--- config.mk ---
export PLATFORM = sky130hd
export DESIGN_NAME = ptw_sv39
export DESIGN_NICKNAME = d
export VERILOG_FILES = /design/src/design/ptw_pkg.sv /design/src/design/ptw_pte_checker.sv /design/src/design/ptw_walk_ctrl.sv /design/src/design/ptw_walk_context.sv /design/src/design/ptw_sv39.sv
export VERILOG_INCLUDE_DIRS = /design/src /design/src/include
export SDC_FILE = /design/constraint.sdc
export NUM_CORES = 1
export LEC_CHECK = 0
export BUFFER_PORTS_ARGS = -buffer_cell sky130_fd_sc_hd__buf_2
export CAP_MARGIN = 10
export CELL_PAD_IN_SITES_DETAIL_PLACEMENT = 1
export CELL_PAD_IN_SITES_GLOBAL_PLACEMENT = 2
export CORE_UTILIZATION = 27
export DETAILED_ROUTE_END_ITERATION = 6
export GPL_ROUTABILITY_DRIVEN = 0
export GPL_TIMING_DRIVEN = 0
export PLACE_DENSITY = 0.88
export SLEW_MARGIN = 25
export SYNTH_ARGS = -nofsm -noshare
export SYNTH_HDL_FRONTEND = slang
export SYNTH_SLANG_ARGS = --single-unit
--- constraint.sdc ---
create_clock -name clk_i -period 5.55 [get_ports clk_i]
set_clock_uncertainty 0.1 [all_clocks]
set_input_delay 0.555 -clock clk_i [delete_from_list [all_inputs] [get_ports clk_i]]
set_output_delay 0.555 -clock clk_i [all_outputs]
set_load 0.02 [all_outputs]
--- src/include/ptw_defs.svh ---
/* Sv39 widths, PTE bit positions and page geometry for the page-table walker.
   Included by the package and by every block that slices addresses or PTEs */
`ifndef PTW_DEFS_SVH
`define PTW_DEFS_SVH

// ----------------------------------------------------------------------
// address widths
// ----------------------------------------------------------------------
`define PTW_VLEN  39
`define PTW_PLEN  56
`define PTW_PPNW  44
`define PTW_ASIDW 16

// 4 KiB pages, three 9-bit vpn slices above the offset
`define PTW_PGOFF 12
`define PTW_VPNW  9

// ----------------------------------------------------------------------
// pte layout
// ----------------------------------------------------------------------
`define PTW_PTE_V 0
`define PTW_PTE_R 1
`define PTW_PTE_W 2
`define PTW_PTE_X 3
`define PTW_PTE_U 4
`define PTW_PTE_G 5
`define PTW_PTE_A 6
`define PTW_PTE_D 7
`define PTW_PTE_PPN_LSB 10
// bits 63:54 are reserved and must read as zero
`define PTW_PTE_RSVD_LSB 54

`endif

--- src/design/ptw_pkg.sv ---
/* Shared vector types and the walk level enum of the Sv39 page-table walker.
   Referenced by scoped name from every block */
`include "ptw_defs.svh"

package ptw_pkg;

  // virtual address as seen by the tlbs
  typedef logic [`PTW_VLEN-1:0] vaddr_t;

  // physical address of a pte in memory
  typedef logic [`PTW_PLEN-1:0] paddr_t;

  // physical page number, from satp or from a pte
  typedef logic [`PTW_PPNW-1:0] ppn_t;

  // tlb tag, vaddr without the page offset
  typedef logic [`PTW_VLEN-`PTW_PGOFF-1:0] vpn_t;

  typedef logic [`PTW_ASIDW-1:0] asid_t;

  // raw 8-byte page-table entry
  typedef logic [63:0] pte_t;

  // sv39 walks at most three levels
  // LVL1 maps 1 GiB, LVL2 maps 2 MiB, LVL3 maps 4 KiB
  typedef enum logic [1:0] {
    LVL1,
    LVL2,
    LVL3
  } ptw_level_e;

endpackage

--- src/design/ptw_pte_checker.sv ---
/* Classifies a fetched PTE as pointer, leaf or page fault.
   Purely combinational, evaluated in the lookup cycle of the walk */
`include "ptw_defs.svh"

module ptw_pte_checker (
  input  ptw_pkg::pte_t       pte_i,
  input  ptw_pkg::ptw_level_e level_i,
  input  logic                is_instr_i,
  input  logic                is_store_i,
  input  logic                mxr_i,
  output logic                leaf_o,
  output logic                fault_o
);

  logic          v;
  logic          r;
  logic          w;
  logic          x;
  logic          u;
  logic          a;
  logic          d;
  ptw_pkg::ppn_t ppn;
  logic          bad_encoding;
  logic          misaligned;
  logic          instr_fault;
  logic          data_fault;
  logic          leaf_fault;
  logic          ptr_fault;

  assign v   = pte_i[`PTW_PTE_V];
  assign r   = pte_i[`PTW_PTE_R];
  assign w   = pte_i[`PTW_PTE_W];
  assign x   = pte_i[`PTW_PTE_X];
  assign u   = pte_i[`PTW_PTE_U];
  assign a   = pte_i[`PTW_PTE_A];
  assign d   = pte_i[`PTW_PTE_D];
  assign ppn = pte_i[`PTW_PTE_PPN_LSB +: `PTW_PPNW];

  // invalid, write-only or reserved bits set, whatever the level
  assign bad_encoding = ~v | (w & ~r) | (|pte_i[63:`PTW_PTE_RSVD_LSB]);

  // r or x marks a leaf, otherwise it points to the next table
  assign leaf_o = r | x;

  // ----------------------------------------------------------------------
  // leaf checks
  // ----------------------------------------------------------------------
  // a and d are managed by software, so a missing bit faults
  assign instr_fault = ~x | ~a;

  // mxr makes execute-only pages readable
  assign data_fault = ~a | ~(r | (x & mxr_i)) | (is_store_i & (~w | ~d));

  // superpage ppn must be aligned to its size
  assign misaligned = (level_i == ptw_pkg::LVL1) ? (|ppn[2*`PTW_VPNW-1:0]) :
                      (level_i == ptw_pkg::LVL2) ? (|ppn[`PTW_VPNW-1:0]) : 1'b0;

  assign leaf_fault = (is_instr_i ? instr_fault : data_fault) | misaligned;

  // pointer checks, a/d/u are reserved on non-leaf entries
  // and there is no table below LVL3
  assign ptr_fault = a | d | u | (level_i == ptw_pkg::LVL3);

  assign fault_o = bad_encoding | (leaf_o ? leaf_fault : ptr_fault);

endmodule

--- src/design/ptw_walk_ctrl.sv ---
/* Walk FSM of the page-table walker: miss arbitration, memory requests,
   pointer and level tracking, update and error pulses, flush draining */
`include "ptw_defs.svh"

module ptw_walk_ctrl (
  input  logic                clk_i,
  input  logic                rst_n_i,
  input  logic                flush_i,
  input  logic                enable_translation_i,
  input  logic                en_ld_st_translation_i,
  input  logic                itlb_access_i,
  input  logic                itlb_hit_i,
  input  logic                dtlb_access_i,
  input  logic                dtlb_hit_i,
  input  ptw_pkg::vaddr_t     itlb_vaddr_i,
  input  ptw_pkg::vaddr_t     dtlb_vaddr_i,
  input  ptw_pkg::ppn_t       satp_ppn_i,
  input  logic                mem_gnt_i,
  input  logic                mem_rvalid_i,
  input  ptw_pkg::pte_t       mem_rdata_i,
  input  ptw_pkg::vaddr_t     vaddr_i,
  input  logic                walking_instr_i,
  input  logic                leaf_i,
  input  logic                fault_i,
  output logic                mem_req_o,
  output ptw_pkg::paddr_t     mem_addr_o,
  output ptw_pkg::pte_t       pte_o,
  output ptw_pkg::ptw_level_e level_o,
  output logic                start_o,
  output logic                start_instr_o,
  output ptw_pkg::vaddr_t     start_vaddr_o,
  output logic                pte_accept_o,
  output logic                ptw_active_o,
  output logic                ptw_error_o,
  output logic                itlb_miss_o,
  output logic                dtlb_miss_o,
  output logic                itlb_update_valid_o,
  output logic                dtlb_update_valid_o
);

  typedef enum logic [2:0] {
    IDLE,
    WAIT_GRANT,
    PTE_LOOKUP,
    PROPAGATE_ERROR,
    WAIT_RVALID
  } state_e;

  state_e              state_q;
  state_e              state_d;
  ptw_pkg::ptw_level_e level_q;
  ptw_pkg::ptw_level_e level_d;
  ptw_pkg::paddr_t     pptr_q;
  ptw_pkg::paddr_t     pptr_d;
  logic                rvalid_q;
  ptw_pkg::pte_t       rdata_q;
  ptw_pkg::ppn_t       pte_ppn;
  logic                itlb_miss;
  logic                dtlb_miss;

  // a data access in the same cycle holds off the instruction side
  assign itlb_miss = enable_translation_i & itlb_access_i & ~itlb_hit_i & ~dtlb_access_i;
  assign dtlb_miss = en_ld_st_translation_i & dtlb_access_i & ~dtlb_hit_i;

  assign start_vaddr_o = itlb_miss ? itlb_vaddr_i : dtlb_vaddr_i;
  assign pte_ppn       = rdata_q[`PTW_PTE_PPN_LSB +: `PTW_PPNW];
  assign pte_o         = rdata_q;
  assign level_o       = level_q;
  assign mem_addr_o    = pptr_q;
  assign ptw_active_o  = (state_q != IDLE);

  // ----------------------------------------------------------------------
  // walk FSM
  // ----------------------------------------------------------------------
  always_comb begin
    state_d             = state_q;
    level_d             = level_q;
    pptr_d              = pptr_q;
    mem_req_o           = 1'b0;
    start_o             = 1'b0;
    start_instr_o       = 1'b0;
    pte_accept_o        = 1'b0;
    ptw_error_o         = 1'b0;
    itlb_miss_o         = 1'b0;
    dtlb_miss_o         = 1'b0;
    itlb_update_valid_o = 1'b0;
    dtlb_update_valid_o = 1'b0;

    unique case (state_q)
      IDLE: begin
        // every walk starts at the root table
        level_d = ptw_pkg::LVL1;
        if (itlb_miss || dtlb_miss) begin
          start_o       = 1'b1;
          start_instr_o = itlb_miss;
          itlb_miss_o   = itlb_miss;
          dtlb_miss_o   = ~itlb_miss;
          // root pte address, satp ppn and vpn[2]
          pptr_d  = {satp_ppn_i, start_vaddr_o[`PTW_VLEN-1 -: `PTW_VPNW], 3'b000};
          state_d = WAIT_GRANT;
        end
      end

      WAIT_GRANT: begin
        mem_req_o = 1'b1;
        if (mem_gnt_i) begin
          state_d = PTE_LOOKUP;
        end
      end

      PTE_LOOKUP: begin
        // response is registered, so evaluate on rvalid_q
        if (rvalid_q) begin
          if (fault_i) begin
            state_d = PROPAGATE_ERROR;
          end else begin
            pte_accept_o = 1'b1;
            if (leaf_i) begin
              itlb_update_valid_o = walking_instr_i;
              dtlb_update_valid_o = ~walking_instr_i;
              state_d             = IDLE;
            end else begin
              // pointer, descend one level with the next vpn slice
              state_d = WAIT_GRANT;
              if (level_q == ptw_pkg::LVL1) begin
                level_d = ptw_pkg::LVL2;
                pptr_d  = {pte_ppn, vaddr_i[`PTW_PGOFF+`PTW_VPNW +: `PTW_VPNW], 3'b000};
              end else begin
                level_d = ptw_pkg::LVL3;
                pptr_d  = {pte_ppn, vaddr_i[`PTW_PGOFF +: `PTW_VPNW], 3'b000};
              end
            end
          end
        end
      end

      PROPAGATE_ERROR: begin
        ptw_error_o = 1'b1;
        state_d     = IDLE;
      end

      // drain the response owed from before a flush
      WAIT_RVALID: begin
        if (rvalid_q) begin
          state_d = IDLE;
        end
      end

      default: begin
        state_d = IDLE;
      end
    endcase

    // flush aborts the walk, but a granted request still owes a response
    if (flush_i) begin
      if ((state_q == PTE_LOOKUP && !rvalid_q) || (state_q == WAIT_GRANT && mem_gnt_i)) begin
        state_d = WAIT_RVALID;
      end else begin
        state_d = IDLE;
      end
    end
  end

  always_ff @(posedge clk_i or negedge rst_n_i) begin
    if (!rst_n_i) begin
      state_q  <= IDLE;
      level_q  <= ptw_pkg::LVL1;
      pptr_q   <= '0;
      rvalid_q <= 1'b0;
    end else begin
      state_q  <= state_d;
      level_q  <= level_d;
      pptr_q   <= pptr_d;
      rvalid_q <= mem_rvalid_i;
    end
  end

  // response data register
  always_ff @(posedge clk_i) begin
    rdata_q <= mem_rdata_i;
  end

  // the memory grants only a pending request
  a_gnt_with_req: assert property (@(posedge clk_i) disable iff (!rst_n_i)
    mem_gnt_i |-> mem_req_o);

  // a response arrives only while the walker owes one
  a_rvalid_owed: assert property (@(posedge clk_i) disable iff (!rst_n_i)
    mem_rvalid_i |-> (state_q == PTE_LOOKUP || state_q == WAIT_RVALID));

endmodule

--- src/design/ptw_walk_context.sv ---
/* Holds the context of the walk in progress and forms the TLB update.
   Loaded on an accepted miss, accumulates the global bit per accepted PTE */
`include "ptw_defs.svh"

module ptw_walk_context (
  input  logic                clk_i,
  input  logic                rst_n_i,
  input  logic                start_i,
  input  logic                start_instr_i,
  input  ptw_pkg::vaddr_t     start_vaddr_i,
  input  ptw_pkg::asid_t      asid_i,
  input  logic                pte_accept_i,
  input  ptw_pkg::pte_t       pte_i,
  input  ptw_pkg::ptw_level_e level_i,
  output ptw_pkg::vaddr_t     vaddr_o,
  output logic                walking_instr_o,
  output ptw_pkg::vpn_t       update_vpn_o,
  output ptw_pkg::asid_t      update_asid_o,
  output logic                update_is_2m_o,
  output logic                update_is_1g_o,
  output ptw_pkg::pte_t       update_content_o
);

  ptw_pkg::vaddr_t vaddr_q;
  ptw_pkg::asid_t  asid_q;
  logic            instr_q;
  logic            global_q;

  // instruction flag and global accumulator
  always_ff @(posedge clk_i or negedge rst_n_i) begin
    if (!rst_n_i) begin
      instr_q  <= 1'b0;
      global_q <= 1'b0;
    end else if (start_i) begin
      instr_q  <= start_instr_i;
      global_q <= 1'b0;
    end else if (pte_accept_i) begin
      // a global pointer makes the whole subtree global
      global_q <= global_q | pte_i[`PTW_PTE_G];
    end
  end

  // address and asid of the miss being served
  always_ff @(posedge clk_i) begin
    if (start_i) begin
      vaddr_q <= start_vaddr_i;
      asid_q  <= asid_i;
    end
  end

  assign vaddr_o         = vaddr_q;
  assign walking_instr_o = instr_q;

  // ----------------------------------------------------------------------
  // tlb update
  // ----------------------------------------------------------------------
  assign update_vpn_o   = vaddr_q[`PTW_VLEN-1:`PTW_PGOFF];
  assign update_asid_o  = asid_q;
  assign update_is_1g_o = (level_i == ptw_pkg::LVL1);
  assign update_is_2m_o = (level_i == ptw_pkg::LVL2);

  always_comb begin
    update_content_o = pte_i;
    update_content_o[`PTW_PTE_G] = pte_i[`PTW_PTE_G] | global_q;
  end

  // starts only come from idle, never in a lookup cycle
  a_start_idle: assert property (@(posedge clk_i) disable iff (!rst_n_i)
    !(start_i && pte_accept_i));

endmodule

--- src/design/ptw_sv39.sv ---
/* Sv39 page-table walker top level serving instruction and data TLB misses.
   Connects the walk FSM, the PTE checker and the walk context */
module ptw_sv39 (
  input  logic            clk_i,
  input  logic            rst_n_i,
  input  logic            flush_i,
  input  logic            enable_translation_i,
  input  logic            en_ld_st_translation_i,
  input  logic            lsu_is_store_i,
  input  logic            mxr_i,
  input  ptw_pkg::asid_t  asid_i,
  input  ptw_pkg::ppn_t   satp_ppn_i,
  input  logic            itlb_access_i,
  input  logic            itlb_hit_i,
  input  logic            dtlb_access_i,
  input  logic            dtlb_hit_i,
  input  ptw_pkg::vaddr_t itlb_vaddr_i,
  input  ptw_pkg::vaddr_t dtlb_vaddr_i,
  input  logic            mem_gnt_i,
  input  logic            mem_rvalid_i,
  input  ptw_pkg::pte_t   mem_rdata_i,
  output logic            mem_req_o,
  output ptw_pkg::paddr_t mem_addr_o,
  output logic            ptw_active_o,
  output logic            walking_instr_o,
  output logic            ptw_error_o,
  output logic            itlb_miss_o,
  output logic            dtlb_miss_o,
  output logic            itlb_update_valid_o,
  output logic            dtlb_update_valid_o,
  output logic            update_is_2m_o,
  output logic            update_is_1g_o,
  output ptw_pkg::vpn_t   update_vpn_o,
  output ptw_pkg::asid_t  update_asid_o,
  output ptw_pkg::pte_t   update_content_o
);

  // registered pte and level under evaluation
  ptw_pkg::pte_t       pte;
  ptw_pkg::ptw_level_e level;
  // miss hand-off to the context
  logic                start;
  logic                start_instr;
  ptw_pkg::vaddr_t     start_vaddr;
  logic                pte_accept;
  // checker verdict
  logic                leaf;
  logic                fault;
  ptw_pkg::vaddr_t     walk_vaddr;

  ptw_walk_ctrl u_walk_ctrl (
    .clk_i                  (clk_i),
    .rst_n_i                (rst_n_i),
    .flush_i                (flush_i),
    .enable_translation_i   (enable_translation_i),
    .en_ld_st_translation_i (en_ld_st_translation_i),
    .itlb_access_i          (itlb_access_i),
    .itlb_hit_i             (itlb_hit_i),
    .dtlb_access_i          (dtlb_access_i),
    .dtlb_hit_i             (dtlb_hit_i),
    .itlb_vaddr_i           (itlb_vaddr_i),
    .dtlb_vaddr_i           (dtlb_vaddr_i),
    .satp_ppn_i             (satp_ppn_i),
    .mem_gnt_i              (mem_gnt_i),
    .mem_rvalid_i           (mem_rvalid_i),
    .mem_rdata_i            (mem_rdata_i),
    .vaddr_i                (walk_vaddr),
    .walking_instr_i        (walking_instr_o),
    .leaf_i                 (leaf),
    .fault_i                (fault),
    .mem_req_o              (mem_req_o),
    .mem_addr_o             (mem_addr_o),
    .pte_o                  (pte),
    .level_o                (level),
    .start_o                (start),
    .start_instr_o          (start_instr),
    .start_vaddr_o          (start_vaddr),
    .pte_accept_o           (pte_accept),
    .ptw_active_o           (ptw_active_o),
    .ptw_error_o            (ptw_error_o),
    .itlb_miss_o            (itlb_miss_o),
    .dtlb_miss_o            (dtlb_miss_o),
    .itlb_update_valid_o    (itlb_update_valid_o),
    .dtlb_update_valid_o    (dtlb_update_valid_o)
  );

  ptw_pte_checker u_pte_checker (
    .pte_i      (pte),
    .level_i    (level),
    .is_instr_i (walking_instr_o),
    .is_store_i (lsu_is_store_i),
    .mxr_i      (mxr_i),
    .leaf_o     (leaf),
    .fault_o    (fault)
  );

  ptw_walk_context u_walk_context (
    .clk_i            (clk_i),
    .rst_n_i          (rst_n_i),
    .start_i          (start),
    .start_instr_i    (start_instr),
    .start_vaddr_i    (start_vaddr),
    .asid_i           (asid_i),
    .pte_accept_i     (pte_accept),
    .pte_i            (pte),
    .level_i          (level),
    .vaddr_o          (walk_vaddr),
    .walking_instr_o  (walking_instr_o),
    .update_vpn_o     (update_vpn_o),
    .update_asid_o    (update_asid_o),
    .update_is_2m_o   (update_is_2m_o),
    .update_is_1g_o   (update_is_1g_o),
    .update_content_o (update_content_o)
  );

endmodule

# After elaboration in Yosys (flattened, before gate mapping)
# Index checks and enable logic that the tools add are counted.
# Widths: inputs -> output; s select.
[classes]
reduce_logical = 16
muxes = 46
n_bitwise = 34
n_eq_ne = 14
[op_table]
columns = ["operator", "count"]
rows = [
  ["$mux 56", 4],
  ["$pmux 56 s2", 1],
  ["$mux 39", 1],
  ["$mux 1", 26],
  ["$mux 3", 7],
  ["$reduce_or 18->1", 1],
  ["$or 1x1->1", 14],
  ["$mux 12", 1],
  ["$not 1->1", 12],
  ["$pmux 3 s4", 1],
  ["$reduce_or 10->1", 1],
  ["$ne 3x2->1 const B", 3],
  ["$reduce_or 9->1", 1],
  ["$and 1x1->1", 8],
  ["$mux 2", 4],
  ["$reduce_and 4->1", 2],
  ["$eq 3x2->1 const B", 2],
  ["$reduce_and 5->1", 1],
  ["$ne 2x1->1 const B", 2],
  ["$ne 2x2->1 const B", 2],
  ["$pmux 2 s2", 1],
  ["$reduce_bool 2->1", 2],
  ["$eq 3x1->1 const B", 1],
  ["$eq 3x3->1 const B", 1],
  ["9 further kinds", 11],
]
[totals]
output_inout_bits = 173
register_bits = 183
wordCells = 119
input_bits = 215

# Longest topological paths before layout
# Gate-level depths: netlist of the first run.
[logic_depth]
ltp_word = 14
depth_mapped = 9
ltp_nobuf = 5

# Cells and area by module
# Synthesis of the first run repeated with hierarchy kept, for this count alone.
[unflattened]
hier_cells = 686
hier_area_um2 = 7733.7
[by_module_without_submodules]
columns = ["mod", "instances", "cells_each", "seq_area_each_um2", "area_per_inst_um2"]
rows = [
  ["ptw_walk_ctrl", 1, 509, 2757.6, 5144.9],
  ["ptw_walk_context", 1, 153, 1701.6, 2417.3],
  ["ptw_pte_checker", 1, 24, 0.0, 171.4],
]

# Worst setup path before layout of the first run
# No wires, ideal clock.
[synth_timing]
path_kind = "register to register"
startpoint = "register u_walk_ctrl.state_q[2]"
endpoint = "register u_walk_ctrl.pptr_q[18], in the netlist u_walk_ctrl.mem_addr_o[18]"
path_slack_ns = 2.444
t_required_ns = 5.318
stages_incl_launch_ff = 10
arrival_ns = 2.874
period_less_slack_ns = 3.106
n_path_buf = 4
setup_time_ns = 0.132
cell_sequence = "dfrtp_1 buf_2 or3_1 buf_2 a21oi_2 a41oi_4 buf_6 buf_6 nand2_1 o21ai_1"
[synth_via]
elab_chain_cells = 3
word_cells_on_any_way = 9
classes_between = "eq/ne (5); mux (1); reduce/logical (3)"
[synth_rtl]
columns = ["item", "line_no", "rtl"]
rows = [
  ["from (decl)", "ptw_walk_ctrl.sv:49", "state_e state_q;"],
  ["from (signal assigned)", "ptw_walk_ctrl.sv:171", "state_q <= state_d;"],
  ["$eq 3x2->1 / $logic_not 3->1 (equally long branches)", "ptw_walk_ctrl.sv:89", "unique case (state_q)"],
  ["$ne 2x2->1 (no source line), or another cell as far along", "-", ""],
  ["$reduce_and 5->1 (no source line)", "-", ""],
  ["to (signal assigned)", "ptw_walk_ctrl.sv:173", "pptr_q <= pptr_d;"],
  ["to (decl)", "ptw_walk_ctrl.sv:53", "ptw_pkg::paddr_t pptr_q;"],
]
# Parallel ways exist; a longest one is shown, timed or not.
# A chain may end at the register's enable or synchronous reset.

# Worst setup path after layout of the first run
[layout_timing]
startpoint = "input port dtlb_access_i"
endpoint = "output port itlb_miss_o"
[layout_via]
elab_chain_cells = 5
word_cells_on_any_way = 7
classes_between = "mux (2); bitwise (4); reduce/logical (1)"
[layout_rtl]
columns = ["item", "line_no", "rtl"]
rows = [
  ["from (decl)", "ptw_sv39.sv:15", "input logic dtlb_access_i,"],
  ["$and 1x1->1 / $not 1->1 (equally long branches)", "ptw_walk_ctrl.sv:63, ptw_walk_ctrl.sv:62", ""],
  ["$and 1x1->1, on equally long branches", "ptw_walk_ctrl.sv:63, ptw_walk_ctrl.sv:62", ""],
  ["$logic_or 1x1->1", "ptw_walk_ctrl.sv:93", "if (itlb_miss || dtlb_miss) begin"],
  ["$mux 1 (*)", "ptw_walk_ctrl.sv:93", ""],
  ["$mux 1 (*)", "ptw_walk_ctrl.sv:89", ""],
  ["to (decl)", "ptw_sv39.sv:27", "output logic itlb_miss_o,"],
]
# Every way passes the cells marked *; elsewhere a longest branch is shown, timed or not.

==> results of run 1 <==
==> layout make-up <==
| cell class | count | share of cell area (%) |
|---|---|---|
| clock inverters | 13 | 1.19 |
| inverters | 4 | 0.158 |
| repair buffers | 364 | 20.0 |
| flip-flops and latches | 168 | 43.2 |
| multi-input cells | 288 | 19.8 |
| clock buffers | 19 | 4.67 |
| plain buffers | 94 | 6.83 |
| well taps | 319 | 4.20 |
==> per-stage QoR <==
stage / total power, mW / hold slack, ns
3_3_place_gp: 2.84 / 0.356
2_1_floorplan: 2.36 / 0.159
5_1_grt: 4.21 / 0.0941
3_5_place_dp: 2.90 / 0.370
4_1_cts: 4.05 / 0.0942
6_report: 3.98 / 0.116
==> cell usage in the layout, fill, tap and decap left out, types with 2 or more instances in the layout <==
cell                         instances
sky130_fd_sc_hd__a21oi_1             5
sky130_fd_sc_hd__a31oi_1             2
sky130_fd_sc_hd__and3_1              2
sky130_fd_sc_hd__buf_1               2
sky130_fd_sc_hd__buf_16              3
sky130_fd_sc_hd__buf_2             367
sky130_fd_sc_hd__buf_4              67
sky130_fd_sc_hd__buf_6               5
sky130_fd_sc_hd__clkbuf_1           14
sky130_fd_sc_hd__clkbuf_16          17
sky130_fd_sc_hd__clkinv_4            2
sky130_fd_sc_hd__clkinvlp_4          4
sky130_fd_sc_hd__conb_1              3
sky130_fd_sc_hd__dfrtp_1            61
sky130_fd_sc_hd__dfxtp_1            64
sky130_fd_sc_hd__edfxtp_1           43
sky130_fd_sc_hd__inv_1               4
sky130_fd_sc_hd__inv_6               5
sky130_fd_sc_hd__mux2_2             27
sky130_fd_sc_hd__mux2i_1            45
sky130_fd_sc_hd__nand2_1            70
sky130_fd_sc_hd__nand3_1            10
sky130_fd_sc_hd__nor2_1             10
sky130_fd_sc_hd__nor2b_1             4
sky130_fd_sc_hd__nor3_1              3
sky130_fd_sc_hd__nor4_1              4
sky130_fd_sc_hd__nor4b_1             2
sky130_fd_sc_hd__o2111a_1            2
sky130_fd_sc_hd__o21a_1              2
sky130_fd_sc_hd__o21ai_0            35
sky130_fd_sc_hd__o21ai_1            41
sky130_fd_sc_hd__or2_2               2
==> worst min path at each step <==
| stage | start | to | slack [ns] | cells after the start |
|---|---|---|---|---|
| 2_1_floorplan | rst_n_i | u_walk_context.global_q$_DFFE_PN0P_ | 0.16 | 0 |
| 3_3_place_gp | u_walk_ctrl.mem_addr_o[8]$_DFFE_PN0P_ | u_walk_ctrl.mem_addr_o[8]$_DFFE_PN0P_ | 0.36 | 2 |
| 3_5_place_dp | u_walk_ctrl.mem_addr_o[4]$_DFFE_PN0P_ | u_walk_ctrl.mem_addr_o[4]$_DFFE_PN0P_ | 0.37 | 2 |
| 4_1_cts | mem_rdata_i[51] | u_walk_ctrl.pte_o[51]$_DFF_P_ | 0.09 | 1 |
| 5_1_grt | mem_rdata_i[51] | u_walk_ctrl.pte_o[51]$_DFF_P_ | 0.09 | 1 |
| 6_report | mem_rdata_i[22] | u_walk_ctrl.pte_o[22]$_DFF_P_ | 0.12 | 1 |
==> layer usage <==
layer / vias to the layer above / global-route usage, % / wire [µm]
met5: - / 0 / 13
met4: 2 / 5.40 / 256
met3: 23 / 5.63 / 1870
met1: 2640 / 19.7 / 8750
li1: 2625 / - / -
met2: 243 / 33.2 / 11900
==> cells by family after synthesis <==
kind of cell           synth area share [%]
buffers and inverters                  10.0
muxes                                  11.4
other                                0.0566
AOI/OAI and AO/OA                      8.38
DFF                                    61.8
and+or+nand+nor                        8.33
==> worst register-to-register path, cell delays in order, from the launching register on <==
cell,delay [ns]
sky130_fd_sc_hd__dfrtp_1,0.37
sky130_fd_sc_hd__clkbuf_1,0.21
sky130_fd_sc_hd__nor3b_2,0.30
sky130_fd_sc_hd__buf_2,0.38
sky130_fd_sc_hd__buf_1,0.60
sky130_fd_sc_hd__nand3_1,0.20
sky130_fd_sc_hd__o21ai_0,0.18
sky130_fd_sc_hd__o21ai_0,0.12
==> flip-flops by register name (all words and copies together) (netlist names) <==
| signal | cells |
|---|---|
| u_walk_context.global_q | 1 |
| u_walk_context.update_asid_o | 16 |
| u_walk_context.vaddr_o | 27 |
| u_walk_context.walking_instr_o | 1 |
| u_walk_ctrl.level_o | 2 |
| u_walk_ctrl.mem_addr_o | 53 |
| u_walk_ctrl.pte_o | 64 |
| u_walk_ctrl.rvalid_q | 1 |
| u_walk_ctrl.state_q | 3 |
==> where the power goes <==
group	switching, mW	internal, mW	total (mW)	leakage [nW]
Sequential	0.130	1.52	1.65	1.70
Clock	0.541	0.596	1.14	0.260
Combinational	0.762	0.431	1.19	2.59
==> impl_metrics.py, run 1 <==
metrics = {
    "route": {
        "1st_iter_drt_viols": 176,
        "drt_pass1_iterations": 4,
        "num_vias": 5533,
        "ratio_of_routed_vias_to_standard_cells": 4.36,
        "drcViolationCount": 0,
        "drt-total-wl_mm": 22.8,
        "antenna_violating_nets_left": 0,
        "wl_per_cell_um": 17.9,
    },
    "clock_network": {
        "clock_slew_at_the_register_clock_pins_of_the_worst_setup_and_hold_paths_ns": 0.07,
        "clockBufferDepth": 2,
        "cts_hold_repair.buffers": 1,
        "cts_repair_resize_count": 0,
        "worstSkewPairLatency_ns": 0.43,
        "tritoncts.num_buffers": 17,
        "cts.repair_timing.setup_buffer_count": 0,
        "clock-root-buffer": "sky130_fd_sc_hd__clkbuf_16",
        "cts.sinks": 168,
        "tritoncts": "built",
        "cts_max_level": 4,
    },
    "sta": {
        "post-route-worst-setup-slack_ns": 2.25,
        "fmax_ghz": 0.303,
        "tightest_slew_margin_relative_to_the_limit_pct": 47.5,
        "hold_violations": 0,
        "setup_repair_after_global_routing_missed_its_margin": "false",
        "timing.final.crit_period_ns": 3.30,
        "timing.final.setup_violations": 0,
        "slew_at_the_pin_closest_to_its_max_slew_limit_ns": 0.787,
        "period_share_pct": 59.4,
        "fin_tns_setup_ns": 0,
        "final_max_slew_viol_count": 0,
    },
    "global_route": {
        "initial_antenna_violation_count": 1,
        "pin_count_of_the_biggest_net_entering_global_routing": 42,
        "grtUsageTotal_pct": 18.0,
        "first_global_vias": 5829,
        "overflow": 0,
        "grt_first_pass_wirelength_mm": 32.9,
    },
    "yosys": {
        "synth_top_area_share_pct": 23.0,
        "ys.flop_type": "sky130_fd_sc_hd__dfxtp_1",
        "async_flop_share_pct": 36.3,
        "netlist_instances": 552,
        "yosysMostFrequentCell": "sky130_fd_sc_hd__nand2_1",
        "synth-warning-count": 0,
        "syn_area_per_cell_um2": 12.0,
        "synth_enable_flop_cells": 43,
        "postSynthRegisterBits": 168,
        "synthDistinctLibCells": 46,
        "ys_seq_area_share_pct": 61.8,
        "netlist_area_mm2": 0.00663,
        "synth.top_cells.by_area": "sky130_fd_sc_hd__dfrtp_1 (23%), sky130_fd_sc_hd__edfxtp_1 (19%), sky130_fd_sc_hd__dfxtp_1 (19%), sky130_fd_sc_hd__buf_4 (7.5%), sky130_fd_sc_hd__mux2i_1 (6.8%)",
        "synth_commonest_cells": "sky130_fd_sc_hd__nand2_1 (70), sky130_fd_sc_hd__buf_4 (66), sky130_fd_sc_hd__dfxtp_1 (64)",
        "post-synth-top-area-cell": "sky130_fd_sc_hd__dfrtp_1",
    },
    "floorplanning": {
        "x_dimension_of_the_die_um": 159,
        "die_y_um": 159,
        "core_area_mm2": 0.0238,
        "floorplan.die_area_mm2": 0.0252,
        "floorplan.rows": 56,
        "top_level_ports": 388,
        "floorplan.initialDensity_pct": 27.9,
    },
    "worst_setup_path": {
        "cell_chain_critical_path": "buf_2, nand4bb_1, clkbuf_1, clkbuf_1, nor2_1, buf_2",
        "worstReg2RegEnd": "u_walk_ctrl.mem_addr_o[3]$_DFFE_PN0P_",
        "start_kind": "input pin",
        "worstPathArrival_ns": 2.64,
        "timing_worst_setup_path_type": "in2out",
        "r2r_start": "u_walk_ctrl.state_q[0]$_DFFE_PN0P_",
        "critPathLaunch": "dtlb_access_i",
        "timing.reg2reg.setup_slack_ns": 2.99,
        "worstPathRequired_ns": 4.89,
        "critical_path_cell_count": 6,
        "cpMaxStageDelayCell": "sky130_fd_sc_hd__clkbuf_1",
        "endpoint_kind": "output port",
        "critical_path.endpoint": "itlb_miss_o",
        "path_buf_inv": 4,
        "highest_net_fanout_along_the_worst_path": 10,
        "reg2regPathDepth": 7,
        "cell_type_group_with_the_largest_total_delay_on_the_critical_path": "buffers and inverters",
        "cpPeakStageDelay_ns": 0.65,
    },
    "power": {
        "total_leakage_power_nw": 4.55,
        "vdd_ir_drop_max_mv": 0.166,
        "power-per-cell-area_mw_per_mm2": 419,
    },
    "flow_run": {
        "maxCapViolCount": 0,
    },
    "final_layout": {
        "fin_area_mm2": 0.00949,
        "fillCellCount": 2767,
        "number_of_nets_in_the_finished_design": 1152,
        "utilization_pct": 40.0,
        "fin_cells": 1269,
        "proportion_of_layout_cells_with_a_drive_suffix_above_1_pct": 53.6,
        "syn2layout_area_growth_pct": 43.3,
        "sequential_cell_area_mm2": 0.00410,
        "multi_input_comb_area_mm2": 0.00188,
        "antennaDiodeCount": 0,
    },
    "placed_design": {
        "pre_cts_slack_ns": 2.11,
        "dpl-instance-area_mm2": 0.00893,
        "number_of_buffers_inserted_by_port_buffering": 360,
        "number_of_cells_after_detailed_placement": 1236,
        "detailed_place_hpwl_mm": 18.2,
    },
    "hold_path": {
        "holdCritPathClass": "in2reg",
    },
    "run_status": {
        "outcome": "complete, no violations",
    },
}
No activity file was read; power rests on OpenSTA's default activity.
==> run 2: changes to the inputs <==
--- a/config.mk
+++ b/config.mk
@@ -10,11 +10,11 @@
 export CAP_MARGIN = 10
 export CELL_PAD_IN_SITES_DETAIL_PLACEMENT = 1
 export CELL_PAD_IN_SITES_GLOBAL_PLACEMENT = 2
-export CORE_UTILIZATION = 27
+export CORE_UTILIZATION = 25
 export DETAILED_ROUTE_END_ITERATION = 6
 export GPL_ROUTABILITY_DRIVEN = 0
 export GPL_TIMING_DRIVEN = 0
-export PLACE_DENSITY = 0.88
+export PLACE_DENSITY = 0.83
 export SLEW_MARGIN = 25
 export SYNTH_ARGS = -nofsm -noshare
 export SYNTH_HDL_FRONTEND = slang
==> constraint.sdc (replaced) <==
create_clock -name clk_i -period 3.4 [get_ports clk_i]
set_clock_uncertainty 0.1 [all_clocks]
set_input_delay 0.34 -clock clk_i [delete_from_list [all_inputs] [get_ports clk_i]]
set_output_delay 0.34 -clock clk_i [all_outputs]
set_load 0.02 [all_outputs]
==> run 2 against run 1 <==
Power rose by 70%. Sequential power grew 63%. Sequential share of layout area is 3.7 points lower. Combinational power grew 70%. Routed wire length is 8.6% higher. Hold slack got worse by 0.030 ns. Via count is 6.7% higher. Flip-flop and latch count unchanged. Die area grew 7.9%.
==> impl_metrics.py, run 2 (synthesis gave the netlist of run 1 again) <==
metrics = {
    "run_status": {
        "outcome": "complete, no violations",
    },
    "worst_setup_path": {
        "timing_worst_setup_path_type": "reg2out",
        "cpMaxStageDelayCell": "sky130_fd_sc_hd__clkbuf_1",
        "cell_chain_critical_path": "clkbuf_1, nor3b_2, buf_2, clkbuf_1, nand4_1, nor2_1, buf_2",
        "reg2regPathDepth": 7,
        "r2r_start": "u_walk_ctrl.state_q[0]$_DFFE_PN0P_",
        "cpPeakStageDelay_ns": 0.53,
        "timing.reg2reg.setup_slack_ns": 0.84,
        "worstPathArrival_ns": 2.68,
        "start_kind": "register",
        "highest_net_fanout_along_the_worst_path": 10,
        "worstReg2RegEnd": "u_walk_ctrl.mem_addr_o[5]$_DFFE_PN0P_",
        "endpoint_kind": "output port",
        "worstPathRequired_ns": 2.96,
    },
    "floorplanning": {
        "floorplan.die_area_mm2": 0.0272,
        "x_dimension_of_the_die_um": 165,
        "core_area_mm2": 0.0261,
        "top_level_ports": 388,
        "die_y_um": 165,
        "floorplan.rows": 59,
        "floorplan.initialDensity_pct": 25.4,
    },
    "hold_path": {
        "timing.hold.worst.start": "satp_ppn_i[24]",
        "hold_depth": 3,
        "worst_hold_path_ep": "u_walk_ctrl.mem_addr_o[36]$_DFFE_PN0P_",
        "holdCritPathClass": "in2reg",
    },
    "sta": {
        "fmax_ghz": 0.321,
        "setup_repair_after_global_routing_missed_its_margin": "false",
        "fin_hold_ws_ns": 0.0866,
        "slew_at_the_pin_closest_to_its_max_slew_limit_ns": 0.893,
        "timing.final.setup_violations": 0,
        "final_max_slew_viol_count": 0,
        "timing.final.crit_period_ns": 3.12,
        "post-route-worst-setup-slack_ns": 0.282,
        "tightest_slew_margin_relative_to_the_limit_pct": 40.5,
        "period_share_pct": 91.7,
        "hold_violations": 0,
    },
    "route": {
        "wl_per_cell_um": 18.1,
        "1st_iter_drt_viols": 252,
        "drt_pass1_iterations": 7,
        "antenna_violating_nets_left": 0,
        "num_vias": 5905,
        "ratio_of_routed_vias_to_standard_cells": 4.32,
        "drcViolationCount": 0,
        "drt-total-wl_mm": 24.7,
    },
    "final_layout": {
        "layout.cells.most_common": "sky130_fd_sc_hd__buf_2",
        "utilization_pct": 39.8,
        "number_of_nets_in_the_finished_design": 1233,
        "antennaDiodeCount": 0,
        "fillCellCount": 2973,
        "syn2layout_area_growth_pct": 56.5,
        "largest_register_ffs": 64,
        "most-common-layout-cells": "sky130_fd_sc_hd__buf_2 (367), sky130_fd_sc_hd__dlygate4sd3_1 (82), sky130_fd_sc_hd__nand2_1 (70)",
        "proportion_of_layout_cells_with_a_drive_suffix_above_1_pct": 49.3,
    },
    "global_route": {
        "grt_first_pass_wirelength_mm": 35.5,
        "overflow": 0,
        "grtUsageTotal_pct": 17.8,
        "initial_antenna_violation_count": 0,
        "pin_count_of_the_biggest_net_entering_global_routing": 33,
        "first_global_vias": 6153,
    },
    "clock_network": {
        "tritoncts.num_buffers": 17,
        "worstSkewPairLatency_ns": 0.43,
        "tritoncts": "built",
        "cts.sinks": 168,
        "cts_max_level": 4,
        "cts_repair_resize_count": 0,
        "clockBufferDepth": 2,
        "clock-root-buffer": "sky130_fd_sc_hd__clkbuf_16",
        "clock_slew_at_the_register_clock_pins_of_the_worst_setup_and_hold_paths_ns": 0.07,
        "cts.repair_timing.setup_buffer_count": 0,
    },
    "power": {
        "total_leakage_power_nw": 4.92,
        "power-per-cell-area_mw_per_mm2": 653,
        "vdd_ir_drop_max_mv": 0.357,
    },
    "placed_design": {
        "detailed_place_hpwl_mm": 18.1,
        "number_of_buffers_inserted_by_port_buffering": 360,
        "pre_cts_slack_ns": 0.101,
    },
    "flow_run": {
        "maxCapViolCount": 0,
    },
}
[run 2: cell types whose count changed in the layout (fill, tap and decap cells not counted), sizes merged]
cell,before,now
bufinv,0,2
clkbuf,32,33
clkinv,4,1
clkinvlp,4,1
dlygate4sd3,1,82
inv,9,12
[run 2: layer usage]
layer,vias up,track usage (%),routed length [µm]
met4,0,5.92,525
li1,2791,-,-
met2,252,32.3,12700
met5,-,0,0
met3,25,4.65,1820
met1,2837,20.0,9690
[run 2: layout make-up]
| class | count | area, µm² | area share, % |
|---|---|---|---|
| plain buffers | 94 | 648 | 6.25 |
| clock inverters | 12 | 151 | 1.46 |
| repair buffers | 445 | 2700 | 26.0 |
| clock buffers | 20 | 458 | 4.42 |
| inverters | 4 | 15.0 | 0.145 |
| multi-input cells | 288 | 1880 | 18.1 |
| flip-flops and latches | 168 | 4100 | 39.5 |
| well taps | 335 | 419 | 4.04 |
[run 2: worst max path at each step]
stage	from	end	cells after the start
global placement	itlb_hit_i	u_walk_ctrl.mem_addr_o[14]$_DFFE_PN0P_	7
floorplan	u_walk_ctrl.state_q[2]$_DFFE_PN0P_	u_walk_ctrl.mem_addr_o[18]$_DFFE_PN0P_	9
detailed placement	dtlb_access_i	u_walk_context.vaddr_o[22]$_DFFE_PP_	5
global route	u_walk_ctrl.state_q[0]$_DFFE_PN0P_	itlb_update_valid_o	7
CTS	dtlb_access_i	itlb_miss_o	6
finish	u_walk_ctrl.state_q[0]$_DFFE_PN0P_	dtlb_update_valid_o	7
[run 2: worst max-delay path, delay by kind of cell, from the launching register on]
kind | cells | cell delay (ns)
simple gates | 3 | 0.62
flops | 1 | 0.37
buf+inv | 4 | 1.27
[run 2: timing repair]
| item | 4_1_cts | 5_1_grt |
|---|---|---|
| endpoints found under the hold margin | 110 | 0 |
| hold buffers | 82 | 0 |
| endpoints found under the setup margin | 0 | 0 |
[run 2: per-stage QoR]
stage               TNS [ns]  power (mW)  cells  area, µm²
detailed placement         0        4.71   1252       8940
global placement      -70.90        4.63   1249       8860
global route               0        7.14   1366      10400
finish                     0        6.78   1366      10400
CTS                        0        6.88   1366      10400
floorplan                  0        3.85    554       6640
[run 2: where the power goes]
part           switching (mW)  internal [mW]  total [mW]
Sequential              0.211           2.48        2.69
Combinational            1.26          0.764        2.02
Clock                   0.908           1.16        2.06
==> run 3: changes to the inputs <==
--- a/config.mk
+++ b/config.mk
@@ -14,7 +14,7 @@
 export DETAILED_ROUTE_END_ITERATION = 6
 export GPL_ROUTABILITY_DRIVEN = 0
 export GPL_TIMING_DRIVEN = 0
-export PLACE_DENSITY = 0.83
+export PLACE_DENSITY_LB_ADDON = 0.1
 export SLEW_MARGIN = 25
 export SYNTH_ARGS = -nofsm -noshare
 export SYNTH_HDL_FRONTEND = slang
==> run 3 against run 2 <==
Cell area increased by 0.22%. Die area did not move. Combinational power hardly changed. Power barely moved. Largest power group unchanged.
==> impl_metrics.py, run 3 (synthesis gave the netlist of run 1 again) <==
metrics = {
    "route": {
        "wl_per_cell_um": 16.6,
        "drcViolationCount": 0,
        "wl_met1_mm": 9.47,
        "wl_met3_mm": 1.50,
        "drt_pass1_iterations": 4,
        "num_vias": 5655,
        "highest_layer": "met4",
        "drt-total-wl_mm": 22.7,
        "1st_iter_drt_viols": 148,
        "route.met2.wl_mm": 11.6,
        "ratio_of_routed_vias_to_standard_cells": 4.14,
        "antenna_violating_nets_left": 0,
    },
    "sta": {
        "fin_tns_setup_ns": 0,
        "fmax_ghz": 0.333,
        "final_max_slew_viol_count": 0,
        "hold_violations": 0,
        "tightest_slew_margin_relative_to_the_limit_pct": 53.8,
        "timing.final.crit_period_ns": 3.00,
        "period_share_pct": 88.3,
        "setup_repair_after_global_routing_missed_its_margin": "false",
        "slew_at_the_pin_closest_to_its_max_slew_limit_ns": 0.694,
        "timing.final.setup_violations": 0,
    },
    "worst_setup_path": {
        "worstPathArrival_ns": 2.56,
        "worstPathRequired_ns": 2.96,
        "timing_worst_setup_path_type": "reg2out",
        "start_kind": "register",
        "endpoint_kind": "output port",
        "highest_net_fanout_along_the_worst_path": 10,
        "timing.reg2reg.setup_slack_ns": 0.86,
    },
    "placed_design": {
        "number_of_buffers_inserted_by_port_buffering": 360,
        "detailed_place_hpwl_mm": 17.3,
        "dpl-instance-area_mm2": 0.00894,
    },
    "clock_network": {
        "tritoncts.num_buffers": 17,
        "cts.sinks": 168,
        "cts.repair_timing.setup_buffer_count": 0,
        "tritoncts": "built",
        "cts_max_level": 4,
        "clock-root-buffer": "sky130_fd_sc_hd__clkbuf_16",
        "clock_slew_at_the_register_clock_pins_of_the_worst_setup_and_hold_paths_ns": 0.08,
        "worstSkewPairLatency_ns": 0.43,
        "clockBufferDepth": 2,
    },
    "final_layout": {
        "multi_input_comb_area_mm2": 0.00188,
        "proportion_of_layout_cells_with_a_drive_suffix_above_1_pct": 49.5,
        "sequential_cell_area_mm2": 0.00410,
        "most-common-layout-cells": "sky130_fd_sc_hd__buf_2 (367), sky130_fd_sc_hd__dlygate4sd3_1 (82), sky130_fd_sc_hd__nand2_1 (70)",
        "fillCellCount": 2984,
        "fin_area_mm2": 0.0104,
        "syn2layout_area_growth_pct": 56.8,
        "number_of_nets_in_the_finished_design": 1233,
        "largest_register_ffs": 64,
        "layout.cells.most_common": "sky130_fd_sc_hd__buf_2",
    },
    "run_status": {
        "outcome": "complete, no violations",
    },
    "floorplanning": {
        "core_area_mm2": 0.0261,
        "floorplan.initialDensity_pct": 25.4,
        "die_y_um": 165,
        "floorplan.die_area_mm2": 0.0272,
        "top_level_ports": 388,
        "floorplan.rows": 59,
        "x_dimension_of_the_die_um": 165,
    },
    "flow_run": {
        "maxCapViolCount": 0,
    },
    "global_route": {
        "pin_count_of_the_biggest_net_entering_global_routing": 33,
        "initial_antenna_violation_count": 1,
        "grtUsageTotal_pct": 16.7,
        "first_global_vias": 5908,
        "overflow": 0,
        "grt_first_pass_wirelength_mm": 33.4,
    },
    "power": {
        "vdd_ir_drop_max_mv": 0.306,
        "power-per-cell-area_mw_per_mm2": 652,
        "total_leakage_power_nw": 4.92,
    },
    "hold_path": {
        "holdCritPathClass": "in2reg",
    },
}
## run 3: cell count changes in the layout (fill, tap and decap cells not counted)
cell / delta
sky130_fd_sc_hd__clkinv_8: +3
sky130_fd_sc_hd__inv_6: -3
sky130_fd_sc_hd__clkbuf_1: -2
sky130_fd_sc_hd__inv_8: +2
sky130_fd_sc_hd__clkbuf_16: -1
sky130_fd_sc_hd__clkinvlp_4: +1
sky130_fd_sc_hd__diode_2: +1
## run 3: timing repair
| action | in CTS | in global routing |
|---|---|---|
| resized for setup | 0 | 0 |
| hold endpoints to repair | 112 | 0 |
| hold buffers | 82 | 0 |
## run 3: cell type report
cell class	count	area share [%]
flip-flops and latches	168	39.4
well taps	335	4.03
diodes	1	0.0241
plain buffers	94	6.24
multi-input cells	288	18.1
clock inverters	15	1.96
clock buffers	17	4.09
repair buffers	445	26.0
inverters	4	0.144
## run 3: worst max-delay path, cell delays in order (launching register included)
cell and delay (ns):
sky130_fd_sc_hd__dfrtp_1 0.37, sky130_fd_sc_hd__clkbuf_1 0.21, sky130_fd_sc_hd__nor3b_2 0.29, sky130_fd_sc_hd__buf_2 0.33
sky130_fd_sc_hd__clkbuf_1 0.42, sky130_fd_sc_hd__nand4_1 0.21, sky130_fd_sc_hd__nor2_1 0.12, sky130_fd_sc_hd__buf_2 0.18
## run 3: stage by stage
step           power [mW]  cells  setup slack [ns]  utilization [%]  hold WS, ns
2_1_floorplan        3.85    554             0.294                -      -0.0556
3_3_place_gp         4.67   1249            -0.800             34.0        0.343
3_5_place_dp         4.71   1252             0.623             34.3        0.236
4_1_cts              6.90   1366             0.261             39.9       0.0614
5_1_grt              7.18   1366             0.115             39.9       0.0632
6_report             6.78   1367             0.396             39.9       0.0759
## run 3: path summary, 6_finish.rpt
check                           cells after the start                                  start                                     end
worst min-delay path                                3                         satp_ppn_i[10]  u_walk_ctrl.mem_addr_o[22]$_DFFE_PN0P_
worst max register to register                      8     u_walk_ctrl.state_q[2]$_DFFE_PN0P_  u_walk_ctrl.mem_addr_o[13]$_DFFE_PN0P_
min in group asynchronous                           2                                rst_n_i  u_walk_ctrl.mem_addr_o[21]$_DFFE_PN0P_
max in group asynchronous                           3                                rst_n_i  u_walk_ctrl.mem_addr_o[48]$_DFFE_PN0P_
worst max-delay path                                7     u_walk_ctrl.state_q[0]$_DFFE_PN0P_                     itlb_update_valid_o
worst min register to register                      2  u_walk_ctrl.mem_addr_o[9]$_DFFE_PN0P_   u_walk_ctrl.mem_addr_o[9]$_DFFE_PN0P_
## run 3: power by group
| group | internal, mW | switching [mW] | leakage (nW) |
|---|---|---|---|
| registers | 2.48 | 0.203 | 1.70 |
| logic | 0.764 | 1.25 | 2.92 |
| clock network | 1.13 | 0.950 | 0.301 |
## run 3: metal layers
layer | vias up | track usage [%]
met1 | 2646 | 19.8
met5 | - | 0
li1 | 2796 | -
met2 | 205 | 29.4
met4 | 0 | 3.63
met3 | 8 | 5.00
